`src/hw/lsab_pkg.sv`:
```
`default_nettype none

package lsab_pkg;

  // ------------------------------
  // Channels and sections
  // ------------------------------
  localparam int NUM_CH = 4;   // One section per channel
  localparam int SEC_W = 2;    // Section number

  // ------------------------------
  // Channel word fields
  // ------------------------------
  localparam int DATA_W = 32;  // Device data word
  localparam int ANC_W = 25;   // Ancillary word

  // ------------------------------
  // Section storage
  // ------------------------------
  localparam int DEPTH = 16;   // Entries per section
  localparam int PTR_W = 4;    // Wraps at DEPTH
  localparam int CNT_W = 5;    // Holds 0 to DEPTH

  // ------------------------------
  // Block mover command
  // ------------------------------
  localparam int ADDR_W = 9;   // Collection address
  localparam int COUNT_W = 6;  // Words per transfer

endpackage

`default_nettype wire

```
`src/hw/lsab_wr_if.sv`:
```
`default_nettype none

interface lsab_wr_if;

  logic [lsab_pkg::NUM_CH-1:0]                     wr;    // Store pulse per section
  logic [lsab_pkg::NUM_CH-1:0][lsab_pkg::DATA_W-1:0] data;
  logic [lsab_pkg::NUM_CH-1:0][lsab_pkg::ANC_W-1:0]  anc;
  logic [lsab_pkg::NUM_CH-1:0]                     intr;
  logic [lsab_pkg::NUM_CH-1:0]                     full;  // From the store

  modport producer (
    output wr,
    output data,
    output anc,
    output intr,
    input  full
  );

  modport store (
    input  wr,
    input  data,
    input  anc,
    input  intr,
    output full
  );

endinterface

`default_nettype wire

```
`src/hw/lsab_rd_if.sv`:
```
`default_nettype none

interface lsab_rd_if;

  logic [lsab_pkg::SEC_W-1:0]  sel;        // Section being drained
  logic                        pop;        // Remove head of sel
  logic [lsab_pkg::NUM_CH-1:0] empty;
  logic [lsab_pkg::DATA_W-1:0] head_data;  // Head of sel, combinational
  logic [lsab_pkg::ANC_W-1:0]  head_anc;
  logic                        head_intr;

  modport mover (
    output sel,
    output pop,
    input  empty,
    input  head_data,
    input  head_anc,
    input  head_intr
  );

  modport store (
    input  sel,
    input  pop,
    output empty,
    output head_data,
    output head_anc,
    output head_intr
  );

endinterface

`default_nettype wire

```
`src/hw/channel_intake.sv`:
```
`default_nettype none

module channel_intake (
  input  logic                                            CLK_n,
  input  logic                                            RST_MASTER,
  input  logic [lsab_pkg::NUM_CH-1:0]                     i_wr,
  input  logic [lsab_pkg::NUM_CH-1:0][lsab_pkg::DATA_W-1:0] i_data,
  input  logic [lsab_pkg::NUM_CH-1:0][lsab_pkg::ANC_W-1:0]  i_anc,
  input  logic [lsab_pkg::NUM_CH-1:0]                     i_intr,
  output logic [lsab_pkg::NUM_CH-1:0]                     o_overflow,
  lsab_wr_if.producer                                     wr_port
);

  logic [lsab_pkg::NUM_CH-1:0] wr_q;  // Registered channel strobes

  // ------------------------------
  // Strobes and overflow flags
  // ------------------------------
  always_ff @(posedge CLK_n)
  begin
    if (RST_MASTER)
    begin
      wr_q       <= '0;
      o_overflow <= '0;
    end
    else
    begin
      wr_q       <= i_wr;
      o_overflow <= o_overflow | (wr_q & wr_port.full);  // Sticky until reset
    end
  end

  // ------------------------------
  // Write fields
  // ------------------------------
  always_ff @(posedge CLK_n)
  begin
    wr_port.data <= i_data;
    wr_port.anc  <= i_anc;
    wr_port.intr <= i_intr;
  end

  // A write that meets a full section is dropped here
  assign wr_port.wr = wr_q & ~wr_port.full;

endmodule

`default_nettype wire

```
`src/hw/lsab_sections.sv`:
```
`default_nettype none

module lsab_sections (
  input  logic      CLK_n,
  input  logic      RST_MASTER,
  lsab_wr_if.store  wr_port,
  lsab_rd_if.store  rd_port
);

  logic [lsab_pkg::DATA_W-1:0] mem_data [lsab_pkg::NUM_CH][lsab_pkg::DEPTH];
  logic [lsab_pkg::ANC_W-1:0]  mem_anc  [lsab_pkg::NUM_CH][lsab_pkg::DEPTH];
  logic                        mem_intr [lsab_pkg::NUM_CH][lsab_pkg::DEPTH];

  logic [lsab_pkg::NUM_CH-1:0][lsab_pkg::PTR_W-1:0] wr_ptr;
  logic [lsab_pkg::NUM_CH-1:0][lsab_pkg::PTR_W-1:0] rd_ptr;
  logic [lsab_pkg::NUM_CH-1:0][lsab_pkg::CNT_W-1:0] count;  // Occupancy
  logic [lsab_pkg::NUM_CH-1:0]                     pop_sec;

  // ------------------------------
  // Status and pop decode
  // ------------------------------
  always_comb
  begin
    for (int s = 0; s < lsab_pkg::NUM_CH; s++)
    begin
      pop_sec[s]       = rd_port.pop && (rd_port.sel == s[lsab_pkg::SEC_W-1:0]);
      wr_port.full[s]  = count[s][lsab_pkg::PTR_W];  // Count reached DEPTH
      rd_port.empty[s] = (count[s] == '0);
    end
  end

  // ------------------------------
  // Entry storage
  // ------------------------------
  always_ff @(posedge CLK_n)
  begin
    for (int s = 0; s < lsab_pkg::NUM_CH; s++)
    begin
      if (wr_port.wr[s])
      begin
        mem_data[s][wr_ptr[s]] <= wr_port.data[s];
        mem_anc[s][wr_ptr[s]]  <= wr_port.anc[s];
        mem_intr[s][wr_ptr[s]] <= wr_port.intr[s];
      end
    end
  end

  // ------------------------------
  // Pointers and counts
  // ------------------------------
  always_ff @(posedge CLK_n)
  begin
    if (RST_MASTER)
    begin
      wr_ptr <= '0;
      rd_ptr <= '0;
      count  <= '0;
    end
    else
    begin
      for (int s = 0; s < lsab_pkg::NUM_CH; s++)
      begin
        if (wr_port.wr[s])
          wr_ptr[s] <= wr_ptr[s] + 1'b1;  // Wraps at DEPTH
        if (pop_sec[s])
          rd_ptr[s] <= rd_ptr[s] + 1'b1;
        if (wr_port.wr[s] && !pop_sec[s])
          count[s] <= count[s] + 1'b1;
        else if (!wr_port.wr[s] && pop_sec[s])
          count[s] <= count[s] - 1'b1;
      end
    end
  end

  // Head of the section the mover has selected
  assign rd_port.head_data = mem_data[rd_port.sel][rd_ptr[rd_port.sel]];
  assign rd_port.head_anc  = mem_anc[rd_port.sel][rd_ptr[rd_port.sel]];
  assign rd_port.head_intr = mem_intr[rd_port.sel][rd_ptr[rd_port.sel]];

  // ------------------------------
  // Checks against the intake and the mover
  // ------------------------------
  a_no_store_full: assert property (@(posedge CLK_n) disable iff (RST_MASTER)
    (wr_port.wr & wr_port.full) == '0)
    else $error("store into a full section");

  a_no_pop_empty: assert property (@(posedge CLK_n) disable iff (RST_MASTER)
    !(rd_port.pop && rd_port.empty[rd_port.sel]))
    else $error("pop from an empty section");

endmodule

`default_nettype wire

```
`src/hw/block_mover.sv`:
```
`default_nettype none

module block_mover (
  input  logic                         CLK_n,
  input  logic                         RST_MASTER,
  input  logic                         i_issue,
  input  logic [lsab_pkg::SEC_W-1:0]   i_section,
  input  logic [lsab_pkg::ADDR_W-1:0]  i_start_addr,
  input  logic [lsab_pkg::COUNT_W-1:0] i_count_req,
  lsab_rd_if.mover                     rd_port,
  output logic                         o_mem_wr,
  output logic [lsab_pkg::ADDR_W-1:0]  o_mem_addr,
  output logic [lsab_pkg::DATA_W-1:0]  o_mem_data,
  output logic [lsab_pkg::COUNT_W-1:0] o_count_sent,
  output logic                         o_busy,
  output logic                         o_done,
  output logic                         o_irq,
  output logic [lsab_pkg::ANC_W-1:0]   o_ancill
);

  logic                         running;   // Run state
  logic                         ending;    // Last word sent, end pulse next
  logic                         end_irq;   // Ending on an interrupt word
  logic [lsab_pkg::ADDR_W-1:0]  start_q;
  logic [lsab_pkg::COUNT_W-1:0] count_q;
  logic [lsab_pkg::COUNT_W-1:0] sent_q;
  logic [lsab_pkg::COUNT_W-1:0] sent_next;
  logic [lsab_pkg::ADDR_W-1:0]  addr_off;
  logic                         accept;

  assign accept    = i_issue && !running;  // Ignored while busy
  assign sent_next = sent_q + 1'b1;
  assign addr_off  = {{(lsab_pkg::ADDR_W - lsab_pkg::COUNT_W){1'b0}}, sent_q};

  // One word per cycle while the section has data
  assign rd_port.pop = running && !ending && !rd_port.empty[rd_port.sel];

  assign o_busy       = running;
  assign o_count_sent = sent_q;

  // ------------------------------
  // Control FSM
  // ------------------------------
  always_ff @(posedge CLK_n)
  begin
    if (RST_MASTER)
    begin
      running     <= 1'b0;
      ending      <= 1'b0;
      end_irq     <= 1'b0;
      sent_q      <= '0;
      rd_port.sel <= '0;
      o_mem_wr    <= 1'b0;
      o_done      <= 1'b0;
      o_irq       <= 1'b0;
    end
    else
    begin
      o_mem_wr <= rd_port.pop;
      o_done   <= 1'b0;
      o_irq    <= 1'b0;
      if (accept)
      begin
        rd_port.sel <= i_section;
        sent_q      <= '0;
        end_irq     <= 1'b0;
        if (i_count_req == '0)
          o_done <= 1'b1;  // Nothing to move
        else
          running <= 1'b1;
      end
      else if (running && ending)
      begin
        running <= 1'b0;
        ending  <= 1'b0;
        o_irq   <= end_irq;
        o_done  <= !end_irq;
      end
      else if (rd_port.pop)
      begin
        sent_q <= sent_next;
        if (rd_port.head_intr)
        begin
          ending  <= 1'b1;
          end_irq <= 1'b1;
        end
        else if (sent_next == count_q)
          ending <= 1'b1;
      end
    end
  end

  // ------------------------------
  // Command and memory write fields
  // ------------------------------
  always_ff @(posedge CLK_n)
  begin
    if (accept)
    begin
      start_q <= i_start_addr;
      count_q <= i_count_req;
    end
    if (rd_port.pop)
    begin
      o_mem_addr <= start_q + addr_off;  // Wraps in ADDR_W
      o_mem_data <= rd_port.head_data;
      if (rd_port.head_intr)
        o_ancill <= rd_port.head_anc;
    end
  end

  a_end_exclusive: assert property (@(posedge CLK_n) disable iff (RST_MASTER)
    !(o_done && o_irq))
    else $error("done and irq together");

  a_wr_while_busy: assert property (@(posedge CLK_n) disable iff (RST_MASTER)
    o_mem_wr |-> o_busy)
    else $error("memory write while idle");

endmodule

`default_nettype wire

```
`src/hw/lsab_mover_top.sv`:
```
`default_nettype none

module lsab_mover_top (
  input  logic                                            CLK_n,
  input  logic                                            RST_MASTER,
  // ------------------------------
  input  logic [lsab_pkg::NUM_CH-1:0]                     i_wr,
  input  logic [lsab_pkg::NUM_CH-1:0][lsab_pkg::DATA_W-1:0] i_data,
  input  logic [lsab_pkg::NUM_CH-1:0][lsab_pkg::ANC_W-1:0]  i_anc,
  input  logic [lsab_pkg::NUM_CH-1:0]                     i_intr,
  output logic [lsab_pkg::NUM_CH-1:0]                     o_overflow,
  // ------------------------------
  input  logic                                            i_issue,
  input  logic [lsab_pkg::SEC_W-1:0]                      i_section,
  input  logic [lsab_pkg::ADDR_W-1:0]                     i_start_addr,
  input  logic [lsab_pkg::COUNT_W-1:0]                    i_count_req,
  output logic                                            o_mem_wr,
  output logic [lsab_pkg::ADDR_W-1:0]                     o_mem_addr,
  output logic [lsab_pkg::DATA_W-1:0]                     o_mem_data,
  output logic [lsab_pkg::COUNT_W-1:0]                    o_count_sent,
  output logic                                            o_busy,
  output logic                                            o_done,
  output logic                                            o_irq,
  output logic [lsab_pkg::ANC_W-1:0]                      o_ancill
);

  lsab_wr_if u_wr_if ();
  lsab_rd_if u_rd_if ();

  channel_intake u_intake (
    .CLK_n      (CLK_n),
    .RST_MASTER (RST_MASTER),
    .i_wr       (i_wr),
    .i_data     (i_data),
    .i_anc      (i_anc),
    .i_intr     (i_intr),
    .o_overflow (o_overflow),
    .wr_port    (u_wr_if.producer)
  );

  lsab_sections u_sections (
    .CLK_n      (CLK_n),
    .RST_MASTER (RST_MASTER),
    .wr_port    (u_wr_if.store),
    .rd_port    (u_rd_if.store)
  );

  block_mover u_mover (
    .CLK_n        (CLK_n),
    .RST_MASTER   (RST_MASTER),
    .i_issue      (i_issue),
    .i_section    (i_section),
    .i_start_addr (i_start_addr),
    .i_count_req  (i_count_req),
    .rd_port      (u_rd_if.mover),
    .o_mem_wr     (o_mem_wr),
    .o_mem_addr   (o_mem_addr),
    .o_mem_data   (o_mem_data),
    .o_count_sent (o_count_sent),
    .o_busy       (o_busy),
    .o_done       (o_done),
    .o_irq        (o_irq),
    .o_ancill     (o_ancill)
  );

endmodule

`default_nettype wire

```
`config.mk`:
```
export PLATFORM = sky130hd
export DESIGN_NAME = lsab_mover_top
export DESIGN_NICKNAME = d
export VERILOG_FILES = /design/src/hw/lsab_pkg.sv /design/src/hw/lsab_wr_if.sv /design/src/hw/lsab_rd_if.sv /design/src/hw/channel_intake.sv /design/src/hw/lsab_sections.sv /design/src/hw/block_mover.sv /design/src/hw/lsab_mover_top.sv
export SDC_FILE = /design/constraint.sdc
export NUM_CORES = 2
export LEC_CHECK = 0
export BUFFER_PORTS_ARGS = -buffer_cell sky130_fd_sc_hd__buf_2
export CORE_MARGIN = 8
export CORE_UTILIZATION = 50
export DETAILED_ROUTE_END_ITERATION = 8
export PLACE_DENSITY = 0.65
export SLEW_MARGIN = 20
export SYNTH_ARGS = -nofsm -noshare
export SYNTH_HDL_FRONTEND = slang
export SYNTH_SLANG_ARGS = --single-unit
```
`constraint.sdc`:
```
create_clock -name CLK_n -period 12.3 [get_ports CLK_n]
set_input_delay 1.23 -clock CLK_n [delete_from_list [all_inputs] [get_ports CLK_n]]
set_output_delay 1.23 -clock CLK_n [all_outputs]
set_load 0.02 [all_outputs]
```
Word level (Yosys, flattened, before mapping):

Memory sizes are Yosys's and may differ from the RTL's. A register that Yosys moved wholly into a read port is not among the register bits.
Cells that the tools add are included.

* bits in registers: 387
* bits in writable memories: 3712
* input port bits: 256
* output and inout bits: 80
* memories kept: 3

Memories
* u_sections.mem_data: words 4, bits a word 512, read ports 1, clocked after memory_dff 1, write ports 4, RTL line lsab_sections.sv:10 `logic [lsab_pkg::DATA_W-1:0] mem_data [lsab_pkg::NUM_CH][lsab_pkg::DEPTH];`
* u_sections.mem_anc: words 4, bits a word 400, read ports 1, clocked after memory_dff 1, write ports 4, RTL line lsab_sections.sv:11 `logic [lsab_pkg::ANC_W-1:0] mem_anc [lsab_pkg::NUM_CH][lsab_pkg::DEPTH];`
* u_sections.mem_intr: words 4, bits a word 16, read ports 1, clocked after memory_dff 1, write ports 4, RTL line lsab_sections.sv:12 `logic mem_intr [lsab_pkg::NUM_CH][lsab_pkg::DEPTH];`

* $add $sub $neg: 18
* order comparisons: 10
* eq/ne operators: 5
* multiplexer cells: 77
* bitwise gates (word level): 11
* reduce and logical (&&, ||, !) cells: 52

Operators with widths (count)
* two-way mux 512 bit: 4
* two-way mux 400 bit: 4
* demux 32 bit (select 4 bit): 4
* demux 25 bit (select 4 bit): 4
* two-way mux 32 bit: 6
* two-way mux 25 bit: 6
* binary-select mux 32 bit (select 4 bit): 1
* binary-select mux 25 bit (select 4 bit): 1
* two-way mux 16 bit: 4
* two-way mux 5 bit: 8
* adder 4 x 1 -> 4 bit, second input constant: 8
* greater-or-equal comparator 5 bit, second input constant: 5
* inverter 4 -> 5 bit: 5
* two-way mux 1 bit: 21
* adder 5 x 1 -> 5 bit, second input constant: 4
* logical AND 1 bit: 20
* zero test 5 bit: 4
* < comparator 5 x 1 -> 1 bit, second input constant: 4
* subtractor 5 x 1 -> 5 bit, second input constant: 4
* demux 1 bit (select 4 bit): 4
* zero test 1 bit: 12
* two-way mux 2 bit: 6
* nonzero test 2 bit: 6
* adder 9 x 6 -> 9 bit: 1
* other kinds (21): 27

Depth between registers and ports, before layout:

* depth in word-level cells: 9
* mapped depth: 18
* gate-level depth less buffers: 15

By module:

A second synthesis with hierarchy kept.

* cells, all modules: 7139
* area total of the unflattened synthesis: 153928.9 µm²

Modules (own cells, without submodules)
* lsab_sections: instances 1, cells each 6684, area each 145599.6 µm², seq. area each 112507.9 µm²
* channel_intake: instances 1, cells each 256, area each 4889.7 µm², seq. area each 4804.6 µm²
* block_mover: instances 1, cells each 199, area each 3439.5 µm², seq. area each 2712.6 µm²

Worst setup path before layout:

No wires, ideal clock.

* path type: reg-to-reg
* start point: reg u_intake.wr_q[0] (netlist bit)
* end point: mem u_sections.mem_anc[0][300] (netlist bit) (enable)
* setup time: 0.545 ns
* data arrival time: 4.828 ns
* required time: 11.755 ns
* setup slack: 6.927 ns
* stages on the path, launching flop included: 5
* buffers on the path: 1
* cell sequence: dfxtp_1 nor2b_1 clkbuf_1 nand2_1 nor3_1

RTL lines
* start: declaration: RTL line channel_intake.sv:14 `logic [lsab_pkg::NUM_CH-1:0] wr_q;`
* start signal: assignment: RTL line channel_intake.sv:28 `wr_q <= i_wr;`
* end: declaration: RTL line lsab_sections.sv:11

Worst setup path after layout:

* start point: reg u_mover.rd_port.sel[0]
* end point: reg u_mover.o_ancill[21] (netlist bit), data pin

* word-level cells in the longest chain between the ends: 6

Ends and longest elaborated chain
* start: declaration: RTL line lsab_rd_if.sv:13 `output sel,`
* start signal: assignment: RTL line block_mover.sv:64 `rd_port.sel <= i_section;`
* binary-select mux 4 bit (select 2 bit): RTL line lsab_sections.sv:77 `assign rd_port.head_anc = mem_anc[rd_port.sel][rd_ptr[rd_port.sel]];`
* two-way mux 4 bit (not written as such): RTL line lsab_sections.sv:77
* inverter 4 -> 5 bit (not written as such): RTL line lsab_sections.sv:77
* binary-select mux 25 bit (select 4 bit): RTL line lsab_sections.sv:77
* two-way mux 25 bit (not written as such) (2 in a row): RTL line lsab_sections.sv:77
* named net u_mover.rd_port.head_anc[21]: RTL line lsab_rd_if.sv:17 `input head_anc,`
* end signal: assignment: RTL line block_mover.sv:108 `o_ancill <= rd_port.head_anc;`
* end: declaration: RTL line block_mover.sv:18 `output logic [lsab_pkg::ANC_W-1:0] o_ancill`

The timed path passes the listed nets, and every way through them passes these cells. The select of a mux whose other input is x is not followed.
A chain may end at the register's enable or synchronous reset.

==> results.md <==
* Status: complete, no violations
* First-pass GRT wire length at between 600000 and 700000 um
* Sink Count at 4101
* Req. time, crit path at roughly 13000 ps
* Non-filler instance count after layout at around 15000
* Die span in x at about 570 um
* Cts hold-fix bufs at 0
* Worst Path Arrival at 6570 ps
* Fmax achieved at 0.170 GHz
* Clock tree buffer depth at 4
* Max-slew violations at 0
* Setup violators final at 0
* Crit-path cells: mux4_4, buf_4, buf_12, buf_12, nor2b_1, a211oi_1, a31oi_1, o2111ai_1, nand4_1, or4_1
* Syn Area/Cell at 15.5 um2
* Dpl cells at 13900
* Routed Antenna Nets at 0
* Yosys cell types at between 40 and 50
* Most frequent cells after synthesis: 3793 x edfxtp_1, 2318 x nand2_1, 589 x nand3_1
* Synth top area share at 0.741
* Drt via density at about 6.5
* Worst-margin pin slew at 1290 ps
* Worst hold path class: in -> reg
* Post-synthesis sequential area ratio at 0.781
* Most used DFF post-synth: edfxtp_1
* Count of maximum capacitance violations at 0
* Crit path kind: reg -> reg
* Slowest cell on crit path: mux4_4
* CP Launch Type: flip-flop
* Post_cts resized at 0
* Vias in the first global route at 90900
* Largest net degree at the start of global routing at 206
* CTS tree: done
* Total GRT Usage at 0.301
* Clock Latency Late Sink at 980 ps
* Max IR drop VDD at ~0.17 mV
* Crit path max fanout at 171
* Post-synth top area cell: edfxtp_1
* CTS buffer count at 410
* YS warnings at 0
* Synth-to-layout area growth at 13.1%
* Final Hold Fails at 0
* Layout cells sized above 1 at 0.130
* Number of synthesized register bits at just over 4000
* Sum of negative setup slack at 0 ps
* CP endpoint kind: flip-flop
* Nets@finish at between 10000 and 15000
* Post-route clock skew at 67.6 ps
* Post-synth ARST share at 0
* Fill cells at about 23000
* Slowest Stage Delay on Critical Path at approximately 960 ps
* HPWL after DPL at 265000 um
* Initial core utilization at 0.502
* Post-synth EDFFs at 3793
* Most used cell, CP: buf_12
* DR pass1 iterations at 8
* Initial DRC Count at 15500
* Fin crit period at between 5000 and 6000 ps
* Die area at 325000 um2
* Wire per inst at 34.3 um
* RSZ-0062 raised after global routing: false
* Area occupied by multi-input gates at approximately 31000 um2
* Post-Synthesis Cells at 9892
* Placeable Area at 306000 um2
* Synthesized area at roughly 150000 um2
* Clk pin slew, worst setup/hold paths at 60 ps
* Clk root buf: clkbuf_16
* # IOs at 336
* DR vias at 95000
* Setup Fix Bufs, Post-CTS at 0
* Reg area at 120000 um2
* Count leader, synth: edfxtp_1
* Leakage power at 56.1 nW
* Final wirelength at 505000 um
* RD Place Congestion at 0.849
* Total gr overflow at 0
* Tcrit/Tclk final at 0.477
* Top cells by area, synth: edfxtp_1 74%, nand2_1 5.7%, dfxtp_1 4.0%
* Initial antenna violation count at 23
* Row count at 203
* PortBufs at roughly 340
* Die H at 570 um
* Power Dens Cells at 179 nW/um2
* Residual DRC at 0
* R2r setup slk at 6430 ps
* Syn Nets at 10200
* Worst slew margin at 0.139
* Pwr Total at slightly above 30 mW
* H-tree levels at 5
critical path: cells and delay by family, from the launching register on:
| family | cells | cell delay (ps) |
|---|---|---|
| buffers and inverters | 3 | 1870 |
| AO/OA/AOI/OAI | 3 | 700 |
| flip-flops | 1 | 790 |
| multiplexers | 1 | 960 |
| AND/OR/NAND/NOR | 3 | 780 |
final timing paths:
kind / from / to / cells past startpoint
max: u_mover.rd_port.sel[0] / u_mover.o_ancill[21] / 10
min: i_data[26] / u_intake.wr_port.data[26] / 1
max reg2reg: u_mover.rd_port.sel[0] / u_mover.o_ancill[21] / 10
min reg2reg: u_intake.wr_q[3] / u_intake.o_overflow[3] / 2
metal layers:
metal  track usage  part of all wire  vias to the layer above
li1              -                 -                    38400
met1         0.405              0.36                    48100
met2         0.469              0.46                     7084
met3        0.0604              0.12                     1368
met4         0.152             0.061                        2
met5             0          0.000026                        -
flip-flops by register name, summed over array words and instances (netlist names), 2 cells and up, named ones only:
| name | cells |
|---|---|
| u_intake.wr_port.intr | 4 |
| u_mover.count_q | 6 |
| u_intake.o_overflow | 4 |
| u_sections.wr_ptr | 16 |
| u_mover.o_ancill | 25 |
| u_intake.wr_port.data | 128 |
| u_mover.o_mem_addr | 9 |
| u_intake.wr_port.anc | 100 |
| u_mover.o_mem_data | 32 |
| u_mover.rd_port.sel | 2 |
| u_mover.start_q | 9 |
| u_sections.wr_port.full | 4 |
| u_sections.rd_ptr | 16 |
| u_sections.count | 16 |
| u_sections.mem_intr | 64 |
| u_sections.mem_data | 2048 |
| u_mover.o_count_sent | 6 |
| u_intake.wr_q | 4 |
| u_sections.mem_anc | 1600 |
through the flow:
stage	util	hold slack, ps	area (um2)	setup slack (ps)
after floorplan	-	439	154000	6930
after global placement	0.523	456	160000	6050
after detailed placement	0.524	464	160000	6580
after CTS	0.568	300	174000	6540
after global routing	0.568	336	174000	6160
final	0.568	357	174000	6430
report_power, final:
part           internal (mW)  total [mW]  leakage [nW]  switching, mW
combinational          0.825        2.67          12.7           1.85
clock                   7.27        12.6          6.67           5.35
sequential              15.5        15.8          36.8          0.301
cells by family after synthesis:
group,Yosys count,share of synthesized area
compound gates,811,0.0401
flops,4101,0.781
xor+xnor,57,0.00325
mux,544,0.0467
fa+ha+maj,50,0.00432
buf+inv,627,0.0178
simple gates,3702,0.106
layout make-up:
class / count / share of cell area
diodes: 16 / 0.000230
clock buffers: 544 / 0.0645
multi-input cells: 5164 / 0.180
inverters: 32 / 0.000698
flip-flops and latches: 4101 / 0.691
well taps: 4100 / 0.0295
repair buffers: 539 / 0.0198
clock inverters: 222 / 0.0139
cells in the final DEF (no fill, tap or decap), types with 9 or more instances in the layout:
cell type,Yosys,routed
mux2i_1,404,404
nor3_2,1,14
o2111ai_1,56,56
clkinv_2,0,78
buf_12,0,13
clkbuf_1,341,94
bufinv_16,0,40
clkbuf_8,0,36
inv_1,31,31
ha_1,45,45
mux4_2,138,137
a211oi_1,57,57
or4_1,58,58
a21o_1,10,10
nor2_4,1,44
nand2_1,2318,2317
nor3_1,27,13
xor2_1,24,24
xnor2_1,33,33
a21oi_1,100,100
a32oi_1,396,396
and2_4,0,20
nand3_1,589,589
a31oi_1,173,173
nor2b_1,184,182
o21ai_0,12,12
nand2b_1,10,9
nand4_1,348,348
nor2_1,125,83
clkinv_1,1,65
dfxtp_1,308,307
edfxtp_1,3793,3793
inv_6,0,12
clkbuf_16,0,414
buf_4,6,184
diode_2,0,16
buf_2,172,335
(Power assumes the default switching activity.)
